$ cat config.mk
export PLATFORM = sky130hd
export DESIGN_NAME = cholesky_top
export DESIGN_NICKNAME = d
export VERILOG_FILES = /design/src/logic/chol_pkg.sv /design/src/logic/chol_sqrt.sv /design/src/logic/chol_div.sv /design/src/logic/chol_sched.sv /design/src/logic/chol_regs.sv /design/src/logic/cholesky_top.sv
export SDC_FILE = /design/constraint.sdc
export NUM_CORES = 2
export LEC_CHECK = 0
export BUFFER_PORTS_ARGS = -buffer_cell sky130_fd_sc_hd__buf_2
export CAP_MARGIN = 10
export CORE_MARGIN = 4
export CORE_UTILIZATION = 60
export DETAILED_ROUTE_END_ITERATION = 8
export PLACE_DENSITY = 0.76
export SYNTH_ARGS = -nofsm -noshare
export SYNTH_HDL_FRONTEND = slang
export SYNTH_SLANG_ARGS = --single-unit
$ cat constraint.sdc
create_clock -name clk -period 15.75 [get_ports clk]
set_input_delay 1.575 -clock clk [delete_from_list [all_inputs] [get_ports clk]]
set_output_delay 1.575 -clock clk [all_outputs]
set_load 0.01 [all_outputs]
$ cat src/logic/chol_pkg.sv
package chol_pkg;

    // ------------------------------------------------
    // Fixed point format
    // ------------------------------------------------

    localparam int FRAC_BITS = 16;                // Q16.16

    typedef logic signed [31:0] fixed_t;

    // Lower triangle, row by row. Used for both A and L
    typedef struct packed {
        fixed_t e11;
        fixed_t e21;
        fixed_t e22;
        fixed_t e31;
        fixed_t e32;
        fixed_t e33;
    } chol_mat_t;

    localparam int MAT_WORDS = 6;                 // Words per chol_mat_t

    // Declared MSB first so that busy lands on bit 0 of STATUS
    typedef struct packed {
        logic not_pd;                             // Bit 2
        logic done;                               // Bit 1
        logic busy;                               // Bit 0
    } chol_status_t;

    // ------------------------------------------------
    // APB register map
    // ------------------------------------------------

    localparam int APB_ADDR_W = 8;

    localparam logic [APB_ADDR_W-1:0] REG_CTRL   = 8'h00;   // Bit 0 starts a run
    localparam logic [APB_ADDR_W-1:0] REG_STATUS = 8'h04;
    localparam logic [APB_ADDR_W-1:0] REG_A_BASE = 8'h10;   // Read/write
    localparam logic [APB_ADDR_W-1:0] REG_L_BASE = 8'h30;   // Read only

    // Bytes covered by one matrix window
    localparam logic [APB_ADDR_W-1:0] MAT_SPAN = APB_ADDR_W'(4 * MAT_WORDS);

    // ------------------------------------------------
    // Bit-serial unit lengths
    // ------------------------------------------------

    localparam int SQRT_STEPS = 24;               // Result bits of the root
    localparam int DIV_STEPS  = 48;               // Dividend bits, 32 + FRAC_BITS

endpackage

$ cat src/logic/chol_sqrt.sv
`timescale 1ns/10ps

module chol_sqrt import chol_pkg::*; (
    input  logic   clk,
    input  logic   rst,
    input  logic   start,
    input  fixed_t radicand,
    output logic   done,
    output fixed_t root
);

    logic [2*SQRT_STEPS-1:0]       bits_q;       // Radicand bits still to consume
    logic [SQRT_STEPS+1:0]         rem_q;
    logic [SQRT_STEPS-1:0]         root_q;
    logic [$clog2(SQRT_STEPS)-1:0] cnt;
    logic                          busy;

    logic [SQRT_STEPS+3:0]         rem_sh;
    logic [SQRT_STEPS+3:0]         trial;
    logic [SQRT_STEPS+3:0]         rem_diff;
    logic [SQRT_STEPS+3:0]         rem_next;
    logic                          fits;

    // One restoring step, two radicand bits in, one root bit out
    assign rem_sh   = {rem_q, bits_q[2*SQRT_STEPS-1 -: 2]};
    assign trial    = {2'b00, root_q, 2'b01};
    assign rem_diff = rem_sh - trial;
    assign fits     = rem_sh >= trial;
    assign rem_next = fits ? rem_diff : rem_sh;

    always_ff @(posedge clk) begin
        if (rst) begin
            busy <= 1'b0;
            done <= 1'b0;
            cnt  <= '0;
        end else begin
            done <= 1'b0;
            if (start) begin
                busy <= 1'b1;
                cnt  <= '0;
            end else if (busy) begin
                cnt <= cnt + 1'b1;
                if (int'(cnt) == SQRT_STEPS - 1) begin
                    busy <= 1'b0;
                    done <= 1'b1;               // Root already final here
                end
            end
        end
    end

    always_ff @(posedge clk) begin
        if (start) begin
            bits_q <= {radicand, {FRAC_BITS{1'b0}}};   // Scale keeps Q16.16 after the root
            rem_q  <= '0;
            root_q <= '0;
        end else if (busy) begin
            bits_q <= bits_q << 2;
            rem_q  <= rem_next[SQRT_STEPS+1:0];
            root_q <= {root_q[SQRT_STEPS-2:0], fits};
        end
    end

    assign root = fixed_t'(root_q);              // Held until the next start

endmodule

$ cat src/logic/chol_div.sv
`timescale 1ns/10ps

module chol_div import chol_pkg::*; (
    input  logic   clk,
    input  logic   rst,
    input  logic   start,
    input  fixed_t dividend,
    input  fixed_t divisor,
    output logic   done,
    output fixed_t quotient
);

    logic [DIV_STEPS-1:0]         q_q;           // Dividend out at the top, quotient in below
    logic [31:0]                  rem_q;
    logic                         neg_q;
    logic [$clog2(DIV_STEPS)-1:0] cnt;
    logic                         busy;

    logic [31:0]                  mag;
    logic [32:0]                  rem_sh;
    logic [32:0]                  rem_diff;
    logic                         fits;
    logic [DIV_STEPS-1:0]         q_next;
    fixed_t                       q_low;

    assign mag = dividend[31] ? -dividend : dividend;   // Also right for the most negative value

    assign rem_sh   = {rem_q, q_q[DIV_STEPS-1]};
    assign rem_diff = rem_sh - {1'b0, divisor};
    assign fits     = rem_sh >= {1'b0, divisor};
    assign q_next   = {q_q[DIV_STEPS-2:0], fits};
    assign q_low    = q_next[31:0];

    always_ff @(posedge clk) begin
        if (rst) begin
            busy <= 1'b0;
            done <= 1'b0;
            cnt  <= '0;
        end else begin
            done <= 1'b0;
            if (start) begin
                busy <= 1'b1;
                cnt  <= '0;
            end else if (busy) begin
                cnt <= cnt + 1'b1;
                if (int'(cnt) == DIV_STEPS - 1) begin
                    busy <= 1'b0;
                    done <= 1'b1;
                end
            end
        end
    end

    always_ff @(posedge clk) begin
        if (start) begin
            q_q   <= {mag, {FRAC_BITS{1'b0}}};
            rem_q <= '0;
            neg_q <= dividend[31];
        end else if (busy) begin
            q_q   <= q_next;
            rem_q <= fits ? rem_diff[31:0] : rem_sh[31:0];
            // Last step, sign back on, truncation toward zero
            if (int'(cnt) == DIV_STEPS - 1) begin
                quotient <= neg_q ? -q_low : q_low;
            end
        end
    end

endmodule

$ cat src/logic/chol_sched.sv
`timescale 1ns/10ps

module chol_sched import chol_pkg::*; (
    input  logic      clk,
    input  logic      rst,
    input  logic      start,
    input  chol_mat_t a_mat,
    output chol_mat_t l_mat,
    output logic      finish,
    output logic      not_pd
);

    typedef enum logic [2:0] {
        S_IDLE,
        S_BASE,                                  // Load a_ij into the running sum
        S_ACC,                                   // Subtract products of known L entries
        S_ISSUE,                                 // PD check, kick sqrt or divide
        S_WAIT
    } state_t;

    state_t             state;
    logic [2:0]         op;                      // Entry being computed, column order
    logic [1:0]         term;
    logic [1:0]         n_terms;
    logic               is_diag;
    fixed_t             acc;
    fixed_t             diag_root;               // Root of the current column
    fixed_t             base;
    fixed_t             mul_a;
    fixed_t             mul_b;
    logic signed [63:0] prod;

    logic               sqrt_start;
    logic               sqrt_done;
    fixed_t             root;
    logic               div_start;
    logic               div_done;
    fixed_t             quotient;
    logic               unit_done;
    fixed_t             result;

    // ------------------------------------------------
    // Per-entry schedule
    // ------------------------------------------------
    // op 0 l11, 1 l21, 2 l31, 3 l22, 4 l32, 5 l33

    always_comb begin
        base    = a_mat.e11;
        n_terms = 2'd0;
        is_diag = 1'b0;
        mul_a   = l_mat.e21;
        mul_b   = l_mat.e21;
        case (op)
            3'd0: begin
                is_diag = 1'b1;
            end
            3'd1: base = a_mat.e21;
            3'd2: base = a_mat.e31;
            3'd3: begin
                base    = a_mat.e22;             // - l21*l21
                is_diag = 1'b1;
                n_terms = 2'd1;
            end
            3'd4: begin
                base    = a_mat.e32;             // - l31*l21
                n_terms = 2'd1;
                mul_a   = l_mat.e31;
            end
            default: begin
                base    = a_mat.e33;             // - l31*l31 - l32*l32
                is_diag = 1'b1;
                n_terms = 2'd2;
                mul_a   = term[0] ? l_mat.e32 : l_mat.e31;
                mul_b   = term[0] ? l_mat.e32 : l_mat.e31;
            end
        endcase
    end

    // Shared multiplier, full width product
    assign prod = 64'(mul_a) * 64'(mul_b);

    assign unit_done = is_diag ? sqrt_done : div_done;
    assign result    = is_diag ? root : quotient;

    // ------------------------------------------------
    // Sequencer
    // ------------------------------------------------

    always_ff @(posedge clk) begin
        if (rst) begin
            state      <= S_IDLE;
            op         <= '0;
            term       <= '0;
            l_mat      <= '0;
            finish     <= 1'b0;
            not_pd     <= 1'b0;
            sqrt_start <= 1'b0;
            div_start  <= 1'b0;
        end else begin
            finish     <= 1'b0;
            sqrt_start <= 1'b0;
            div_start  <= 1'b0;
            case (state)
                S_IDLE: begin
                    if (start) begin
                        l_mat  <= '0;            // Entries not reached stay zero
                        not_pd <= 1'b0;
                        op     <= '0;
                        state  <= S_BASE;
                    end
                end
                S_BASE: begin
                    acc   <= base;
                    term  <= '0;
                    state <= S_ACC;
                end
                S_ACC: begin
                    if (term == n_terms) begin
                        state <= S_ISSUE;
                    end else begin
                        acc  <= acc - prod[FRAC_BITS +: 32];   // Bits 47..16
                        term <= term + 1'b1;
                    end
                end
                S_ISSUE: begin
                    if (is_diag && acc <= 0) begin
                        not_pd <= 1'b1;          // Not positive definite
                        finish <= 1'b1;
                        state  <= S_IDLE;
                    end else begin
                        sqrt_start <= is_diag;
                        div_start  <= !is_diag;
                        state      <= S_WAIT;
                    end
                end
                S_WAIT: begin
                    if (unit_done) begin
                        case (op)
                            3'd0:    l_mat.e11 <= result;
                            3'd1:    l_mat.e21 <= result;
                            3'd2:    l_mat.e31 <= result;
                            3'd3:    l_mat.e22 <= result;
                            3'd4:    l_mat.e32 <= result;
                            default: l_mat.e33 <= result;
                        endcase
                        if (op == 3'(MAT_WORDS - 1)) begin
                            finish <= 1'b1;
                            state  <= S_IDLE;
                        end else begin
                            op    <= op + 1'b1;
                            state <= S_BASE;
                        end
                    end
                end
                default: state <= S_IDLE;
            endcase
        end
    end

    // Divisor for the entries below the diagonal
    always_ff @(posedge clk) begin
        if (state == S_WAIT && sqrt_done) begin
            diag_root <= root;
        end
    end

    chol_sqrt u_sqrt (
        .clk      (clk),
        .rst      (rst),
        .start    (sqrt_start),
        .radicand (acc),
        .done     (sqrt_done),
        .root     (root)
    );

    chol_div u_div (
        .clk      (clk),
        .rst      (rst),
        .start    (div_start),
        .dividend (acc),
        .divisor  (diag_root),
        .done     (div_done),
        .quotient (quotient)
    );

endmodule

$ cat src/logic/chol_regs.sv
`timescale 1ns/10ps

module chol_regs import chol_pkg::*; (
    input  logic                  clk,
    input  logic                  rst,
    // APB slave
    input  logic                  psel,
    input  logic                  penable,
    input  logic                  pwrite,
    input  logic [APB_ADDR_W-1:0] paddr,
    input  logic [31:0]           pwdata,
    output logic [31:0]           prdata,
    output logic                  pslverr,
    // Engine side
    output chol_mat_t             a_mat,
    output logic                  start,
    input  chol_mat_t             l_mat,
    input  logic                  finish,
    input  logic                  not_pd
);

    chol_status_t          status;

    logic                  access;
    logic                  ctrl_hit;
    logic                  stat_hit;
    logic                  a_hit;
    logic                  l_hit;
    logic                  refuse;
    logic                  wr_ok;
    logic [APB_ADDR_W-1:0] a_off;
    logic [APB_ADDR_W-1:0] l_off;
    logic [2:0]            a_idx;
    logic [2:0]            l_idx;

    // Word index to matrix field, in register order
    function automatic fixed_t mat_word(chol_mat_t m, logic [2:0] idx);
        case (idx)
            3'd0:    return m.e11;
            3'd1:    return m.e21;
            3'd2:    return m.e22;
            3'd3:    return m.e31;
            3'd4:    return m.e32;
            default: return m.e33;
        endcase
    endfunction

    // ------------------------------------------------
    // Address decode
    // ------------------------------------------------

    assign access = psel && penable;             // Access phase only

    assign a_off = paddr - REG_A_BASE;
    assign l_off = paddr - REG_L_BASE;
    assign a_idx = a_off[4:2];
    assign l_idx = l_off[4:2];

    assign ctrl_hit = paddr == REG_CTRL;
    assign stat_hit = paddr == REG_STATUS;
    assign a_hit    = paddr >= REG_A_BASE && a_off < MAT_SPAN && paddr[1:0] == 2'b00;
    assign l_hit    = paddr >= REG_L_BASE && l_off < MAT_SPAN && paddr[1:0] == 2'b00;

    // Unmapped, L is read only, and A / CTRL are locked during a run
    assign refuse = !(ctrl_hit || stat_hit || a_hit || l_hit)
                    || (pwrite && (l_hit || (status.busy && (a_hit || ctrl_hit))));

    assign pslverr = access && refuse;
    assign wr_ok   = access && pwrite && !refuse;

    // Read mux, valid in the access cycle
    always_comb begin
        prdata = '0;
        if (stat_hit) begin
            prdata = 32'(status);
        end else if (a_hit) begin
            prdata = mat_word(a_mat, a_idx);
        end else if (l_hit) begin
            prdata = mat_word(l_mat, l_idx);
        end
    end

    // ------------------------------------------------
    // Registers and run status
    // ------------------------------------------------

    always_ff @(posedge clk) begin
        if (rst) begin
            a_mat  <= '0;
            status <= '0;
            start  <= 1'b0;
        end else begin
            start <= 1'b0;

            if (wr_ok && a_hit) begin
                case (a_idx)
                    3'd0:    a_mat.e11 <= pwdata;
                    3'd1:    a_mat.e21 <= pwdata;
                    3'd2:    a_mat.e22 <= pwdata;
                    3'd3:    a_mat.e31 <= pwdata;
                    3'd4:    a_mat.e32 <= pwdata;
                    default: a_mat.e33 <= pwdata;
                endcase
            end

            if (wr_ok && ctrl_hit && pwdata[0]) begin
                start         <= 1'b1;
                status.busy   <= 1'b1;
                status.done   <= 1'b0;           // Old result flags go away
                status.not_pd <= 1'b0;
            end else if (finish) begin
                status.busy   <= 1'b0;
                status.done   <= 1'b1;
                status.not_pd <= not_pd;
            end
        end
    end

endmodule

$ cat src/logic/cholesky_top.sv
`timescale 1ns/10ps

module cholesky_top import chol_pkg::*; (
    input  logic                  clk,
    input  logic                  rst,
    // APB slave
    input  logic                  psel,
    input  logic                  penable,
    input  logic                  pwrite,
    input  logic [APB_ADDR_W-1:0] paddr,
    input  logic [31:0]           pwdata,
    output logic [31:0]           prdata,
    output logic                  pslverr
);

    chol_mat_t a_mat;
    chol_mat_t l_mat;
    logic      start;
    logic      finish;
    logic      not_pd;

    // Host side registers and run status
    chol_regs u_regs (
        .clk     (clk),
        .rst     (rst),
        .psel    (psel),
        .penable (penable),
        .pwrite  (pwrite),
        .paddr   (paddr),
        .pwdata  (pwdata),
        .prdata  (prdata),
        .pslverr (pslverr),
        .a_mat   (a_mat),
        .start   (start),
        .l_mat   (l_mat),
        .finish  (finish),
        .not_pd  (not_pd)
    );

    // Factorization engine
    chol_sched u_sched (
        .clk    (clk),
        .rst    (rst),
        .start  (start),
        .a_mat  (a_mat),
        .l_mat  (l_mat),
        .finish (finish),
        .not_pd (not_pd)
    );

endmodule

==> reports/summary.txt <==
Fin. max-slew vios = 0
Run status = complete, no violations
Largest net degree at the start of global routing = 179
Initial antenna violation count = 10
Placed cells = 8509
Routed wire length = 213000 µm
Synth Warn # = 0
Initial DRC Count = 6569
Initial Util = 60.5%
Max stage delay cell, worst path = o21a_1
Headroom to the max-slew limit = 5.33%
CTS tree = yes
Die area = 111000 µm²
Post-synth EDFFs = 153
Core area = 105000 µm²
Post-Syn Nets = 8484
RSZ-0062 raised after global routing = no
Crit Path Category = reg2reg
Worst-margin pin slew = 1.41 ns
Crit path max-delay family = compound AO/OA/AOI/OAI gates
Max Clock Freq = 77.5 MHz
WP depth = 42
Clock power share = 40.3%
Leakage power = 0.0277 µW
Async S/R FF share, synth = 0%
Setup crit end kind = flip-flop
Flops & latches, synth = 666
Cts-stage hold buffer count = 0
Most common cell after layout, fill and taps aside = nand2_1
Final period utilization = 81.9%
Die Wd = 334 µm
R2r startpoint = u_sched.op[1]
CP max FO = 18
Final Wtd Congestion = 1.00
Reg clk slew, reported paths = 0.07 ns
Rows = 119
Clock Tree Buf Depth = 3
Via count = 54800
Worst Hold Path EP = u_sched.l_mat[11]
IO Port Bufs = 77
Int Power = 2920 µW
Via density = 6.34
CP dominant cell by count = fa_1
Synth Instances = 7342
CTS resizes = 0
Most frequent cells in the layout = nand2_1, inv_1, nor2_1
Final hold slack = 0.454 ns
Synth unique cells = 94
Worst reg-to-reg path cell count = 42
Root buf cell = clkbuf_16
Setup TNS = 0 ns
Height of the chip = 334 µm
Post-route DRC = 0
Reg-to-Reg End = u_sched.acc[29]
P_sw = 1100 µW
Count of final hold-check violations = 0
Setup Fix Bufs, Post-CTS = 0
Total GRT Usage = 38.0%
Worst EP required = 16.14 ns
Reg2Reg Setup Slack = 2.84 ns
Max Cap Violations = 0
Post-layout minimum cycle time = 12.91 ns
First-pass GRT wire length = 326000 µm
Hold_sp = u_sched.l_mat[11]
Synthesized area = 63600 µm²
Total CTS buffers = 66
WHS Path Cells = 2
Setup Viol. Count Final = 0
Part of the power in registers = 45.6%
Pwr Density = 59.6 nW/µm²
H-tree Lvls = 3
Antenna-violating nets left = 0
GRT overflow = 0
Top FF cell, synth = dfxtp_1
Delay of the slowest critical-path stage = 1.01 ns
Vias in the first global route = 54700
Num Clock Sinks = 666
PnR Total Power = 4020 µW
I/O Pins = 78
Drt pass-1 iters = 9
HP Class = reg2reg
WP buf/inv = 6
Arrival @ worst endpoint = 13.30 ns
WL/cell = 24.6 µm
Final net count = 8330
Non-filler cells, final = 8640
Sw Ratio = 27.3%
Worst skew pair latency = 0.64 ns
Synthesized area per cell = 8.67 µm²
Combinational share of power = 14.1%
Share of layout cells above drive strength 1 = 6.98%
Area delta synth->final = 6.07%
Startpoint type of the worst setup path = flip-flop
Dpl hpwl = 156000 µm
Clk_skew = 0.0341 ns
Max VDD drop = 0.0869 mV
Post-synthesis sequential area ratio = 23.4%
stage by stage:
stage          area, µm²  util [%]  setup slack, ns
2_1_floorplan      63600         -             4.92
4_1_cts            67500      64.1             3.06
5_1_grt            67500      64.1             2.31
6_report           67500      64.1             2.84
3_3_place_gp       65300      62.0             3.43
3_5_place_dp       65300      62.0             3.08
cell usage after synthesis, drive strengths merged (13+ instances only):
master,instances,area (µm²)
xnor2,141,1230
a31oi,17,113
or4,15,113
a22oi,37,278
dfxtp,513,10300
clkbuf,339,1270
a211oi,73,548
nor2,865,3280
mux4,16,360
inv,894,3360
or3,25,161
nor2b,42,263
edfxtp,153,4590
xor2,64,561
nor4,17,121
a222oi,36,360
and3,28,175
a21oi,556,2790
and2,22,138
nor3,39,211
nand2b,27,169
nand2,1172,4400
a22o,33,289
mux2,67,754
nand4,14,87.6
o21bai,13,97.6
ha,257,3220
fa,840,16800
mux2i,246,2460
or2,22,138
buf,99,546
a21o,75,563
o31ai,24,185
a221o,18,180
o21a,50,375
nand3,77,385
o21ai,232,1160
o211ai,39,293
cells by family (layout without fill, tap and decap cells):
group / Yosys count / count (layout) / synth area share [%]
flip-flops: 666 / 666 / 23.4
XOR/XNOR: 206 / 206 / 2.86
adder cells (fa/ha/maj): 1097 / 1097 / 31.5
other: 0 / 9 / 0
multiplexers: 329 / 329 / 5.62
buffers and inverters: 1334 / 1232 / 8.14
AO/OA/AOI/OAI: 1323 / 1323 / 13.1
AND/OR/NAND/NOR: 2387 / 2387 / 15.5
area by class of cell:
class	instances	area, µm²
clock buffers	95	1900
fillers	8766	37800
flip-flops and latches	666	14900
multi-input cells	5342	43900
inverters	896	3360
repair buffers	216	1460
clock inverters	25	269
diodes	9	22.5
well taps	1391	1740
power by group through the flow:
stage,registers (µW),logic (µW),clock network (µW)
6_report,1830,565,1620
3_3_place_gp,1870,538,0
4_1_cts,1830,553,1630
5_1_grt,1840,627,1700
3_5_place_dp,1870,550,0
2_1_floorplan,1850,429,0
worst register-to-register path: cells and delay by family (launching register included):
kind | cells | cell delay [ns]
adder cells (fa/ha/maj) | 11 | 4.69
multiplexers | 1 | 0.14
AND/OR/NAND/NOR | 7 | 1.83
flip-flops | 1 | 0.38
AO/OA/AOI/OAI | 17 | 5.25
buffers and inverters | 6 | 0.39
worst max-delay path by stage:
stage | from | end | slack (ns)
2_1_floorplan | u_sched.op[0] | u_sched.acc[29] | 4.92
3_3_place_gp | u_sched.op[0] | u_sched.acc[29] | 3.43
3_5_place_dp | u_sched.op[1] | u_sched.acc[29] | 3.08
4_1_cts | u_sched.op[1] | u_sched.acc[29] | 3.06
5_1_grt | u_sched.op[1] | u_sched.acc[29] | 2.31
6_report | u_sched.op[1] | u_sched.acc[29] | 2.84
state kept, by name (all words and copies together), names as in the netlist, 2 cells and up:
name / count
u_sched.u_sqrt.bits_q: 32
u_sched.u_div.rem_q: 32
u_sched.u_div.quotient: 32
u_sched.u_sqrt.rem_q: 26
u_sched.op: 3
u_sched.diag_root: 24
u_regs.a_mat: 192
u_sched.u_sqrt.cnt: 5
u_sched.l_mat: 192
u_regs.status: 3
u_sched.acc: 32
u_sched.state: 3
u_sched.term: 2
u_sched.u_sqrt.root_q: 24
u_sched.u_div.q_q: 48
u_sched.u_div.cnt: 6
routing by layer:
layer / share of wire (%) / GRT usage [%] / vias to the layer above
met5: 0.018 / 0 / -
met4: 7.5 / 22.7 / 6
li1: - / - / 23600
met2: 43 / 56.5 / 3553
met3: 13 / 10.2 / 885
met1: 37 / 50.0 / 26800
No activity file was read; power rests on OpenSTA's default activity.
